[config.mk]
export PLATFORM = sky130hd
export DESIGN_NAME = wr_top
export DESIGN_NICKNAME = d
export VERILOG_FILES = /design/src/wr_pkg.sv /design/src/wr_cfg.sv /design/src/wr_fifo.sv /design/src/wr_reducer.sv /design/src/wr_top.sv
export VERILOG_INCLUDE_DIRS = /design/src /design/src/include
export SDC_FILE = /design/constraint.sdc
export NUM_CORES = 1
export LEC_CHECK = 0
export ABC_AREA = 1
export ABC_CLOCK_PERIOD_IN_PS = 21100
export BUFFER_PORTS_ARGS = -buffer_cell sky130_fd_sc_hd__buf_2
export CELL_PAD_IN_SITES_DETAIL_PLACEMENT = 0
export CELL_PAD_IN_SITES_GLOBAL_PLACEMENT = 1
export CORE_MARGIN = 3
export CORE_UTILIZATION = 51
export DETAILED_ROUTE_END_ITERATION = 10
export PLACE_DENSITY = 0.84
export SYNTH_ARGS = -nofsm -noshare
export SYNTH_HDL_FRONTEND = slang
export SYNTH_SLANG_ARGS = --single-unit
[constraint.sdc]
create_clock -name RD_CLK -period 21.1 [get_ports RD_CLK]
set_clock_uncertainty 0.15 [all_clocks]
set_input_delay 5.275 -clock RD_CLK [delete_from_list [all_inputs] [get_ports RD_CLK]]
set_output_delay 5.275 -clock RD_CLK [all_outputs]
set_load 0.01 [all_outputs]
[src/include/wr_params.svh]
`ifndef WR_PARAMS_SVH
`define WR_PARAMS_SVH

// width of the words written by the producer.
`define WR_DIN_WIDTH 128

// width of each slice on the output stream.
`define WR_DOUT_WIDTH 64

// slices per wide word, the input width must be a multiple of the output width.
`define WR_SLICES (`WR_DIN_WIDTH / `WR_DOUT_WIDTH)

// number of wide beats buffered in front of the reducer.
`define WR_FIFO_DEPTH 8

// config register map.
`define WR_ADDR_CTRL 1'b0
`define WR_ADDR_COUNT 1'b1

// data width of the config port.
`define WR_CFG_WIDTH 32

`endif

[src/wr_pkg.sv]
`default_nettype none

`include "wr_params.svh"

package wr_pkg;

  typedef logic [`WR_DOUT_WIDTH-1:0] wr_slice_t;

  // one FIFO entry, written whole and read back slice by slice.
  typedef union packed {
    logic [`WR_DIN_WIDTH-1:0] word;
    wr_slice_t [`WR_SLICES-1:0] slice;  // slice 0 sits in the low bits.
  } wr_beat_u;

  typedef struct packed {
    logic valid;
    wr_beat_u data;
  } wr_in_s;

  typedef struct packed {
    logic valid;
    logic last;  // set on the final slice of a word.
    wr_slice_t data;
  } wr_out_s;

  typedef struct packed {
    logic req;
    logic we;
    logic addr;
    logic [`WR_CFG_WIDTH-1:0] wdata;
  } wr_cfg_req_s;

  typedef struct packed {
    logic ack;
    logic [`WR_CFG_WIDTH-1:0] rdata;
  } wr_cfg_rsp_s;

  // bit 0 is enable and bit 1 is msb_first in the control register.
  typedef struct packed {
    logic msb_first;
    logic enable;
  } wr_ctrl_s;

endpackage

`default_nettype wire

[src/wr_cfg.sv]
`timescale 1ns/1ps
`default_nettype none

`include "wr_params.svh"

module wr_cfg (
  input  wire                      RD_CLK,
  input  wire                      RD_RESETN,
  input  wire wr_pkg::wr_cfg_req_s cfg,
  output wr_pkg::wr_cfg_rsp_s      cfg_rsp,
  output wr_pkg::wr_ctrl_s         ctrl,
  input  wire                      word_done
);

  logic ack_q;
  logic [`WR_CFG_WIDTH-1:0] rdata_q;
  logic [`WR_CFG_WIDTH-1:0] count_q;
  logic access;

  // the access happens once, on the first cycle of req.
  assign access = cfg.req & ~ack_q;

  assign cfg_rsp.ack = ack_q;
  assign cfg_rsp.rdata = rdata_q;

  always_ff @(posedge RD_CLK) begin
    if (!RD_RESETN) begin
      ack_q <= 1'b0;
    end else if (access) begin
      ack_q <= 1'b1;
    end else if (!cfg.req) begin
      ack_q <= 1'b0;  // req dropped, close the handshake.
    end
  end

  // a written value is live in the cycle that ack rises.
  always_ff @(posedge RD_CLK) begin
    if (!RD_RESETN) begin
      ctrl.enable <= 1'b0;
      ctrl.msb_first <= 1'b0;
    end else if (access && cfg.we && cfg.addr == `WR_ADDR_CTRL) begin
      ctrl.enable <= cfg.wdata[0];
      ctrl.msb_first <= cfg.wdata[1];
    end
  end

  always_ff @(posedge RD_CLK) begin
    if (!RD_RESETN) begin
      count_q <= '0;
    end else if (word_done) begin
      count_q <= count_q + 1'b1;
    end
  end

  // count is read only, so writes to its address only complete the handshake.
  always_ff @(posedge RD_CLK) begin
    if (access && !cfg.we) begin
      if (cfg.addr == `WR_ADDR_COUNT) begin
        rdata_q <= count_q;
      end else begin
        rdata_q <= `WR_CFG_WIDTH'(ctrl);
      end
    end
  end

endmodule

`default_nettype wire

[src/wr_fifo.sv]
`timescale 1ns/1ps
`default_nettype none

`include "wr_params.svh"

module wr_fifo (
  input  wire                 RD_CLK,
  input  wire                 RD_RESETN,
  input  wire wr_pkg::wr_in_s in,
  output logic                in_ready,
  input  wire                 pop,
  output logic                not_empty,
  output wr_pkg::wr_beat_u    rd_data
);

  import wr_pkg::*;

  localparam int DEPTH = `WR_FIFO_DEPTH;
  localparam int AW = (DEPTH > 1) ? $clog2(DEPTH) : 1;
  localparam logic [AW-1:0] PTR_LAST = AW'(DEPTH - 1);
  localparam logic [AW:0] COUNT_FULL = (AW + 1)'(DEPTH);

  wr_beat_u mem [DEPTH];
  logic [AW-1:0] wr_ptr;
  logic [AW-1:0] rd_ptr;
  logic [AW:0] count;
  logic push;
  logic take;

  // pointers wrap explicitly so the depth need not be a power of two.
  function automatic logic [AW-1:0] next_ptr(input logic [AW-1:0] ptr);
    if (ptr == PTR_LAST) begin
      return '0;
    end
    return ptr + 1'b1;
  endfunction

  assign in_ready = (count != COUNT_FULL);
  assign not_empty = (count != '0);
  assign push = in.valid & in_ready;
  assign take = pop & not_empty;  // a pop on an empty FIFO is dropped.

  always_ff @(posedge RD_CLK) begin
    if (!RD_RESETN) begin
      wr_ptr <= '0;
    end else if (push) begin
      wr_ptr <= next_ptr(wr_ptr);
    end
  end

  always_ff @(posedge RD_CLK) begin
    if (!RD_RESETN) begin
      rd_ptr <= '0;
    end else if (take) begin
      rd_ptr <= next_ptr(rd_ptr);
    end
  end

  always_ff @(posedge RD_CLK) begin
    if (!RD_RESETN) begin
      count <= '0;
    end else begin
      case ({push, take})
        2'b10: begin
          count <= count + 1'b1;
        end
        2'b01: begin
          count <= count - 1'b1;
        end
        default: begin
          count <= count;  // idle, or push and pop together.
        end
      endcase
    end
  end

  always_ff @(posedge RD_CLK) begin
    if (push) begin
      mem[wr_ptr] <= in.data;
    end
  end

  // rd_data keeps the last popped beat until the next pop.
  always_ff @(posedge RD_CLK) begin
    if (take) begin
      rd_data <= mem[rd_ptr];
    end
  end

endmodule

`default_nettype wire

[src/wr_reducer.sv]
`timescale 1ns/1ps
`default_nettype none

`include "wr_params.svh"

module wr_reducer (
  input  wire                   RD_CLK,
  input  wire                   RD_RESETN,
  input  wire wr_pkg::wr_ctrl_s ctrl,
  input  wire                   not_empty,
  output logic                  pop,
  input  wire wr_pkg::wr_beat_u rd_data,
  output wr_pkg::wr_out_s       out,
  input  wire                   out_ready,
  output logic                  word_done
);

  import wr_pkg::*;

  localparam int SLICES = `WR_SLICES;
  localparam int IW = (SLICES > 1) ? $clog2(SLICES) : 1;
  localparam logic [IW-1:0] IDX_TOP = IW'(SLICES - 1);

  // word being presented on the output.
  wr_beat_u beat_q;
  logic held_q;
  logic down_q;
  logic [IW-1:0] idx_q;

  // rd_data holds a popped beat that has not been taken yet.
  logic slot_q;

  logic last;
  logic accept;
  logic last_acc;
  logic load;

  assign last = down_q ? (idx_q == '0) : (idx_q == IDX_TOP);
  assign accept = held_q & out_ready;
  assign last_acc = accept & last;

  // the waiting beat moves in when nothing is held or the last slice leaves.
  assign load = slot_q & (~held_q | last_acc);

  // refill the slot as soon as it is free or being emptied this cycle.
  assign pop = ctrl.enable & not_empty & (~slot_q | load);

  assign word_done = last_acc;

  assign out.valid = held_q;
  assign out.last = last;
  assign out.data = beat_q.slice[idx_q];

  always_ff @(posedge RD_CLK) begin
    if (!RD_RESETN) begin
      slot_q <= 1'b0;
    end else if (pop) begin
      slot_q <= 1'b1;  // the FIFO registers the beat at this edge.
    end else if (load) begin
      slot_q <= 1'b0;
    end
  end

  always_ff @(posedge RD_CLK) begin
    if (!RD_RESETN) begin
      held_q <= 1'b0;
    end else if (load) begin
      held_q <= 1'b1;
    end else if (last_acc) begin
      held_q <= 1'b0;
    end
  end

  // the order is latched per word so a change never splits a word.
  always_ff @(posedge RD_CLK) begin
    if (!RD_RESETN) begin
      down_q <= 1'b0;
      idx_q <= '0;
    end else if (load) begin
      down_q <= ctrl.msb_first;
      idx_q <= ctrl.msb_first ? IDX_TOP : '0;
    end else if (accept && !last) begin
      if (down_q) begin
        idx_q <= idx_q - 1'b1;
      end else begin
        idx_q <= idx_q + 1'b1;
      end
    end
  end

  always_ff @(posedge RD_CLK) begin
    if (load) begin
      beat_q <= rd_data;
    end
  end

endmodule

`default_nettype wire

[src/wr_top.sv]
`timescale 1ns/1ps
`default_nettype none

module wr_top (
  input  wire                      RD_CLK,
  input  wire                      RD_RESETN,
  input  wire wr_pkg::wr_in_s      in,
  output logic                     in_ready,
  output wr_pkg::wr_out_s          out,
  input  wire                      out_ready,
  input  wire wr_pkg::wr_cfg_req_s cfg,
  output wr_pkg::wr_cfg_rsp_s      cfg_rsp
);

  import wr_pkg::*;

  logic pop;
  logic not_empty;
  wr_beat_u rd_data;
  wr_ctrl_s ctrl;
  logic word_done;

  wr_fifo i_fifo (
    .RD_CLK    (RD_CLK),
    .RD_RESETN (RD_RESETN),
    .in        (in),
    .in_ready  (in_ready),
    .pop       (pop),
    .not_empty (not_empty),
    .rd_data   (rd_data)
  );

  wr_cfg i_cfg (
    .RD_CLK    (RD_CLK),
    .RD_RESETN (RD_RESETN),
    .cfg       (cfg),
    .cfg_rsp   (cfg_rsp),
    .ctrl      (ctrl),
    .word_done (word_done)
  );

  wr_reducer i_reducer (
    .RD_CLK    (RD_CLK),
    .RD_RESETN (RD_RESETN),
    .ctrl      (ctrl),
    .not_empty (not_empty),
    .pop       (pop),
    .rd_data   (rd_data),
    .out       (out),
    .out_ready (out_ready),
    .word_done (word_done)
  );

endmodule

`default_nettype wire

### Word level (Yosys, flattened, before mapping)

Memory sizes are Yosys's and may differ from the RTL's. A register that Yosys moved wholly into a read port is not among the register bits.
Index checks and enable logic that the tools add are counted.

* add/sub/neg operators: 7
* magnitude comparators: 1
* eq/ne operators: 6
* mux-type cells: 27
* bitwise logic cells: 15
* reduce and logical (&&, ||, !) cells: 11

Operators with widths (count)
* 64-bit two-way mux: 2
* 32-bit by 1-bit adder with 32-bit output, second input constant: 1
* 1-bit two-way mux: 19
* 3-bit two-way mux: 4
* 1-bit AND: 8
* 4-bit case mux with 2 select lines: 1
* 2-bit nonzero test: 4
* 3-bit by 1-bit adder with 3-bit output, second input constant: 2
* 3-bit equality test, second input constant: 2
* 1-bit inverter: 5
* 4-bit by 1-bit adder with 4-bit output, second input constant: 1
* 1-bit logical AND: 4
* 4-bit inequality test, second input constant: 1
* 4-bit nonzero test: 1
* 4-bit by 1-bit subtractor with 4-bit output, second input constant: 1
* 2-bit by 1-bit equality test with 1-bit output, second input constant: 1
* 2-bit equality test, second input constant: 1
* 1-bit zero test: 2
* 1-bit by 2-bit < comparator with 1-bit output, second input constant: 1
* 2-bit two-way mux: 1
* 2-bit by 1-bit inequality test with 1-bit output, second input constant: 1
* 1-bit bitwise OR: 2
* 1-bit adder, second input constant: 1
* 1-bit subtractor, second input constant: 1

* flip-flop bits (word level): 209
* RAM bits: 1024
* input bits: 167
* output and inout bits: 100
* logic and storage cells: 82
* memories: 1

Memory list
* i_fifo.mem: depth 8, width 128, rd ports 1, clocked after memory_dff 1, wr ports 1, line wr_fifo.sv:23 `wr_beat_u mem [DEPTH];`

### Depth between registers and ports, before layout

Gate-level depths: netlist (run 1).

* depth after elaboration: 11
* depth in mapped cells: 16

### By module

A second synthesis (run 1) with hierarchy kept.

* cells, all modules: 4395
* area, all modules: 53047.1 sq um

Modules (own cells, without submodules)
* wr_fifo: times used 1, cells each 3622, area an instance 44985.6 sq um
* wr_reducer: times used 1, cells each 367, area an instance 4872.2 sq um
* wr_cfg: times used 1, cells each 406, area an instance 3189.3 sq um

### Worst setup path after synthesis (run 1)

No wires, ideal clock.

* path kind: input -> register
* start: in out_ready
* end: reg i_reducer.idx_q
* setup time: 0.132 ns
* data arrival time: 11.711 ns
* required time: 20.818 ns
* path slack: 9.107 ns
* stages on the path: 9
* buffers on the path: 0
* path through: nand2_1 > inv_1 > nand2_4 > nand2_1 > inv_1 > nor2_1 > inv_1 > nand2_1 > a21oi_1

* cells in the longest elaborated chain, start to end: 5
* elaborated cells on any way between the ends: 7
* those cells by class: mux: 1; bitwise: 4; reduce/logical: 2

Ends and longest elaborated chain
* start, declared: line wr_top.sv:10 `input wire out_ready,`
* 1-bit AND (*): line wr_reducer.sv:39 `assign accept = held_q & out_ready;`
* 1-bit AND (*): line wr_reducer.sv:40 `assign last_acc = accept & last;`
* 1-bit bitwise OR (*): line wr_reducer.sv:43 `assign load = slot_q & (~held_q | last_acc);`
* 1-bit AND (*): line wr_reducer.sv:43
* net i_reducer.load: line wr_reducer.sv:36 `logic load;`
* 1-bit two-way mux or 2-bit nonzero test (tied branches)
* end signal, assigned: line wr_reducer.sv:81 `idx_q <= ctrl.msb_first ? IDX_TOP : '0;`
* end signal, assigned: line wr_reducer.sv:84 `idx_q <= idx_q - 1'b1;`
* end signal, assigned: line wr_reducer.sv:86 `idx_q <= idx_q + 1'b1;`
* end, declared: line wr_reducer.sv:28 `logic [IW-1:0] idx_q;`

The timed path passes the listed nets; every way through them passes the cells marked *.
A chain may end at the register's enable or synchronous reset.

==> impl_results.md, run 1 <==
- Status: completed
- RSZ-0062 raised after global routing: false
- Synth Area in XOR/XNOR: 0.0674%
- Most frequent cells after synthesis: edfxtp_1 (1,312), nor2_1 (852), nand2_1 (708)
- Die height: 325 um
- Placer Congestion: 0.794
- Final instance area: 0.0584 mm2
- Sequential fraction of the synthesis area: 77.6%
- Worst R2R End: i_fifo.rd_data[2]
- EDFF count, synth: 1,312
- Final setup viols: 0
- TritonCTS buffer count: 134
- Hold Fails Final Rpt: 0
- Worst Setup End Kind: primary output
- GRT Util Overall: 21.9%
- DP Area: 0.0542 mm2
- Final wirelength: 118,000 um
- Final worst-path cycle share: 37.6%
- Clock slew at reported path FFs: 0.06 ns
- Routed len/inst: 21.3 um
- Via density: 5.55
- Syn_nets: 4,057
- Mapped Cells: 3,881
- Final-layout fill cell count: 7,732
- Largest family of logic cells by synthesized area: simple AND/OR/NAND/NOR gates
- Worst Tran Pin Value: 1.36 ns
- ANT nets after route: 0
- Simple-gate share of the synthesized area: 11.9%
- Headroom to the max-slew limit: 9.60%
- VDD IR max: 0.0756 mV
- CTS sink cnt: 1,361
- Worst reg-to-reg setup slack: 17.19 ns
- Synth Register Bits: 1,361
- Setup TNS after final layout: 0 ns
- Most common cell in the netlist: edfxtp_1
- Hold Crit Class: reg -> reg
- Row cnt: 116
- Worst reg2reg startpoint: i_reducer.idx_q
- DP Wirelength: 59,400 um
- Pwr dens: 96.0 mW/mm2
- PostCTS Resize Cnt: 0
- Post-synth top area share: 75.7%
- CORE AREA: 0.101 mm2
- Crit path kind: reg -> out
- Number of DRC markers in iteration 0: 3,057
- Initial antenna violation count: 36
- Fmax: 126 MHz
- Yosys warnings: 0
- GRT overflow: 0
- Async set-or-reset flop fraction in the synthesized netlist: 0%
- Hold EP: i_reducer.beat_q[18]
- # nets final: 4,238
- CTS Hold Bufs: 0
- Critical path fanouts, max: 53
- Vias in the first global route: 29,224
- CTS max path bufs: 3
- First-pass GRT wire length: 176,000 um
- P_leak: 20.4 nW
- Compound-Gate Fraction of Synth Area: 7.27%
- Distinct cells, synth: 34
- Fraction of layout cells with a size suffix above 1: 11.5%
- Input/output buffers: 236
- CP arrival: 2.50 ns
- Starting Density: 51.7%
- Syn Area/Cell: 13.4 um2
- Hold path cells: 0
- Worst Path Required: 15.68 ns
- Min-delay src: i_fifo.rd_data[18]
- Max_cap viols: 0
- Critical path startpoint category: register
- Pins Over Slew Limit: 0
- CTS root buf: clkbuf_16
- Top cell type by total area after synthesis: edfxtp_1
- Crit path time final: 7.93 ns
- I/O Pins: 267
- Remaining DRCs: 0
- Die area: 0.106 mm2
- Synth top area cells: edfxtp_1 (76%), nor2_1 (6.1%), nand2_1 (5.1%)
- CTS tree: yes
- DR vias: 30,717
- Adder-Cell Fraction of Synth Area: 0.231%
- Die X: 325 um
- Reg2Reg Depth: 10
- Largest net degree at the start of global routing: 262
- Syn Std Cell Area: 0.0520 mm2
- H-tree depth: 4
- Post-CTS setup buffer count: 0
- Clock latency on the worst-skew pair: 0.72 ns
- Area Overhead vs Synth: 12.2%
- DR pass1 iterations: 5
- Synth Flop Type: edfxtp_1
- Post-synthesis mux area share: 0%
## worst max path at each step
stage / cells past startpoint / to / startpoint / slack (ns)
global route: 5 / out[46] / i_reducer.idx_q / 12.97
CTS: 5 / out[44] / i_reducer.idx_q / 13.12
detailed placement: 10 / i_fifo.rd_data[91] / out_ready / 12.75
finish: 5 / out[44] / i_reducer.idx_q / 13.17
global placement: 5 / i_fifo.mem[2][106] / in[128] / 12.83
floorplan: 9 / i_reducer.idx_q / out_ready / 9.11
## power breakdown
group / leakage, nW / switching (mW) / total [mW] / internal [mW]
combinational: 6.04 / 0.218 / 0.303 / 0.0848
sequential: 12.3 / 0.0241 / 3.08 / 3.05
clock: 2.00 / 0.963 / 2.22 / 1.26
total: 20.4 / 1.21 / 5.60 / 4.40
## cells by family after synthesis
family / after synthesis
buffers and inverters: 327
adders and majority gates: 9
and+or+nand+nor: 1619
xor gates and xnor gates: 4
DFF: 1361
AOI/OAI and AO/OA: 561
## critical path, cell delays in order, from the launching register on
cell     delay [ns]
dfxtp_2        0.33
inv_2          0.23
buf_4          0.64
nand2_1        0.11
nand2_1        0.25
buf_2          0.20
## metal layers
metal	up-vias	track usage, %	part of all wire (%)	routed length, um
li1	14330	-	-	-
met1	15070	30.6	43	50500
met2	1081	34.1	46	54300
met3	208	5.69	8.3	9770
met4	28	6.76	2.5	2960
met5	-	0	0.15	178
## flip-flops by register name, summed over array words and instances (netlist names), 2 cells and up
signal,flops
i_fifo.rd_data,128
i_fifo.mem,1024
i_cfg.ctrl,2
i_fifo.wr_ptr,3
i_fifo.rd_ptr,3
i_cfg.rdata_q,32
i_fifo.count,4
i_cfg.count_q,32
i_reducer.beat_q,128
## per-stage QoR
| step | setup slack (ns) | hold WS (ns) | cells | power, mW | util, % |
|---|---|---|---|---|---|
| final | 13.17 | 0.265 | 5536 | 5.60 | 58.0 |
| after global routing | 12.97 | 0.271 | 5527 | 5.79 | 58.0 |
| after CTS | 13.12 | 0.262 | 5523 | 5.64 | 58.0 |
| after detailed placement | 12.75 | 0.255 | 5283 | 3.43 | 53.9 |
| after global placement | 12.83 | 0.252 | 5283 | 3.43 | 53.9 |
| after floorplan | 9.11 | 0.250 | 3881 | 3.32 | - |
## area by class of cell
| type | instances | area [um2] | share of cell area (%) |
|---|---|---|---|
| diodes | 13 | 32.5 | 0.0557 |
| clock buffers | 173 | 3610 | 6.19 |
| clock inverters | 67 | 485 | 0.832 |
| inverters | 103 | 415 | 0.712 |
| multi-input cells | 2193 | 10200 | 17.5 |
| flip-flops and latches | 1361 | 40400 | 69.2 |
| well taps | 1357 | 1700 | 2.91 |
| repair buffers | 269 | 1500 | 2.58 |
## cell usage in the layout, fill, tap and decap left out, types with 2 or more instances in the layout
cell	instances
clkinv_2	22
diode_2	13
clkinv_8	5
dfxtp_1	45
clkinvlp_4	5
buf_4	27
ha_1	8
o21a_1	2
buf_2	236
inv_2	2
edfxtp_1	1312
o32ai_1	256
clkbuf_1	32
buf_12	6
inv_1	97
dfxtp_4	3
nand4_1	13
bufinv_16	4
clkinv_1	28
clkbuf_8	3
nand3_1	27
clkbuf_16	138
nor3_1	5
inv_6	5
xnor2_1	3
nand2_1	708
o21ai_0	277
nand2_2	4
a21oi_1	22
nor2_2	4
nor2_1	843
nor2_4	11
Note: power is estimated with default switching activity, not from simulation.
==> run 2: changes to the inputs <==
--- a/config.mk
+++ b/config.mk
@@ -7,14 +7,14 @@
 export NUM_CORES = 1
 export LEC_CHECK = 0
 export ABC_AREA = 1
-export ABC_CLOCK_PERIOD_IN_PS = 21100
+export ABC_CLOCK_PERIOD_IN_PS = 6700
 export BUFFER_PORTS_ARGS = -buffer_cell sky130_fd_sc_hd__buf_2
 export CELL_PAD_IN_SITES_DETAIL_PLACEMENT = 0
 export CELL_PAD_IN_SITES_GLOBAL_PLACEMENT = 1
 export CORE_MARGIN = 3
-export CORE_UTILIZATION = 51
+export CORE_UTILIZATION = 46
 export DETAILED_ROUTE_END_ITERATION = 10
-export PLACE_DENSITY = 0.84
+export PLACE_DENSITY = 0.8
 export SYNTH_ARGS = -nofsm -noshare
 export SYNTH_HDL_FRONTEND = slang
 export SYNTH_SLANG_ARGS = --single-unit
==> constraint.sdc (replaced) <==
create_clock -name RD_CLK -period 6.7 [get_ports RD_CLK]
set_clock_uncertainty 0.15 [all_clocks]
set_input_delay 1.675 -clock RD_CLK [delete_from_list [all_inputs] [get_ports RD_CLK]]
set_output_delay 1.675 -clock RD_CLK [all_outputs]
set_load 0.01 [all_outputs]
==> run 2 against run 1 <==
  * Wire length barely moved
  * Register-to-register slack got worse by 14 ns
  * Largest cell class unchanged
  * Hold slack barely moved
  * Critical path type unchanged
==> impl_results.md, run 2 (synthesis gave the netlist of run 1 again) <==
- Status: completed
- Area Overhead vs Synth: 13.2%
- TritonCTS buffer count: 136
- Crit path time final: 4.38 ns
- CTS tree: yes
- Worst Tran Pin Value: 1.20 ns
- Die height: 342 um
- Starting Density: 46.7%
- Vias in the first global route: 28,804
- GRT Util Overall: 20.0%
- Final setup viols: 0
- GRT overflow: 0
- Clock latency on the worst-skew pair: 0.73 ns
- Headroom to the max-slew limit: 20.0%
- Routed len/inst: 20.7 um
- H-tree depth: 4
- First-pass GRT wire length: 177,000 um
- I/O Pins: 267
- Hold Crit Class: reg -> reg
- Crit path kind: reg -> out
- Final worst-path cycle share: 65.4%
- Largest registers: i_fifo.mem: 1024 flops, i_fifo.rd_data: 128 flops, i_reducer.beat_q: 128 flops
- Fraction of layout cells with a size suffix above 1: 11.8%
- Pwr dens: 306 mW/mm2
- Die area: 0.117 mm2
- VDD IR max: 0.192 mV
- CTS max path bufs: 3
- Max_cap viols: 0
- Max reg flops: 1,024
- Placer Congestion: 0.777
- Worst Path Required: 4.88 ns
- DR pass1 iterations: 7
- Fmax: 228 MHz
- Hold Fails Final Rpt: 0
- Via density: 5.35
- ANT nets after route: 0
- DP Wirelength: 61,000 um
- Initial antenna violation count: 43
- Critical path startpoint category: register
- Post-CTS setup buffer count: 0
- RSZ-0062 raised after global routing: false
- Critical path fanouts, max: 47
- Worst Setup End Kind: primary output
- CTS sink cnt: 1,361
- DR vias: 30,425
- Number of DRC markers in iteration 0: 3,008
- Most frequent cells in the layout: edfxtp_1 (1,312), nor2_1 (843), nand2_1 (708), o21ai_0 (277), o32ai_1 (256)
- CTS root buf: clkbuf_16
- Hold Slack: 0.265 ns
- Most common cell after layout, fill and taps aside: edfxtp_1
- CORE AREA: 0.111 mm2
- Die X: 342 um
- CTS Hold Bufs: 0
- Remaining DRCs: 0
- # nets final: 4,244
- P_leak: 20.5 nW
- CP arrival: 2.56 ns
- Pins Over Slew Limit: 0
- Input/output buffers: 236
- PostCTS Resize Cnt: 0
- Tot Pwr: 18.0 mW
- Row cnt: 122
- Final wirelength: 118,000 um
- Largest net degree at the start of global routing: 248
- Biggest register: i_fifo.mem
- Clock slew at reported path FFs: 0.06 ns
==> run 2: worst paths after layout <==
kind                       start                    end  slack (ns)  cells after the start
max              i_reducer.idx_q                out[16]        2.32                      5
max reg2reg      i_reducer.idx_q        i_fifo.count[3]        2.85                     16
min          i_fifo.rd_data[123]  i_reducer.beat_q[123]        0.27                      0
min reg2reg  i_fifo.rd_data[123]  i_reducer.beat_q[123]        0.27                      0
==> run 2: metrics by stage <==
stage | instance area (um2) | setup WS [ns] | instances | TNS [ns] | util [%]
after floorplan | 52000 | -1.35 | 3881 | -692.18 | -
after global placement | 54500 | 2.07 | 5418 | 0 | 48.9
after detailed placement | 54500 | 2.11 | 5418 | 0 | 48.9
after CTS | 58800 | 2.21 | 5659 | 0 | 52.8
after global routing | 58900 | 2.21 | 5666 | 0 | 52.8
final | 58900 | 2.32 | 5683 | 0 | 52.9
==> run 2: area by class of cell <==
type | count | area [um2]
Multi-Input combinational cell | 2193 | 10200
Tap cell | 1488 | 1860
Fill cell | 9167 | 52500
Clock inverter | 67 | 654
Antenna cell | 24 | 60.1
Clock buffer | 174 | 3670
Timing Repair Buffer | 273 | 1620
Sequential cell | 1361 | 40400
Inverter | 103 | 415
==> run 2: report_power, final <==
| part | internal [mW] | switching, mW | total, mW |
|---|---|---|---|
| Sequential | 9.61 | 0.0651 | 9.67 |
| Combinational | 0.272 | 0.699 | 0.970 |
| Clock | 4.30 | 3.06 | 7.36 |
| Total | 14.2 | 3.83 | 18.0 |
==> run 2: critical path: stages (launching register included) <==
cell and delay [ns]:
dfxtp_2 0.32, inv_2 0.35, buf_4 0.61, nand2_1 0.14, nand2_1 0.19, buf_2 0.17
==> run 2: per-layer routing <==
layer | vias up | wire (um) | track usage [%]
met5 | - | 109 | 0
met4 | 18 | 2590 | 6.27
met3 | 182 | 9180 | 4.85
met2 | 929 | 54200 | 30.9
met1 | 14918 | 51700 | 28.2
li1 | 14378 | - | -
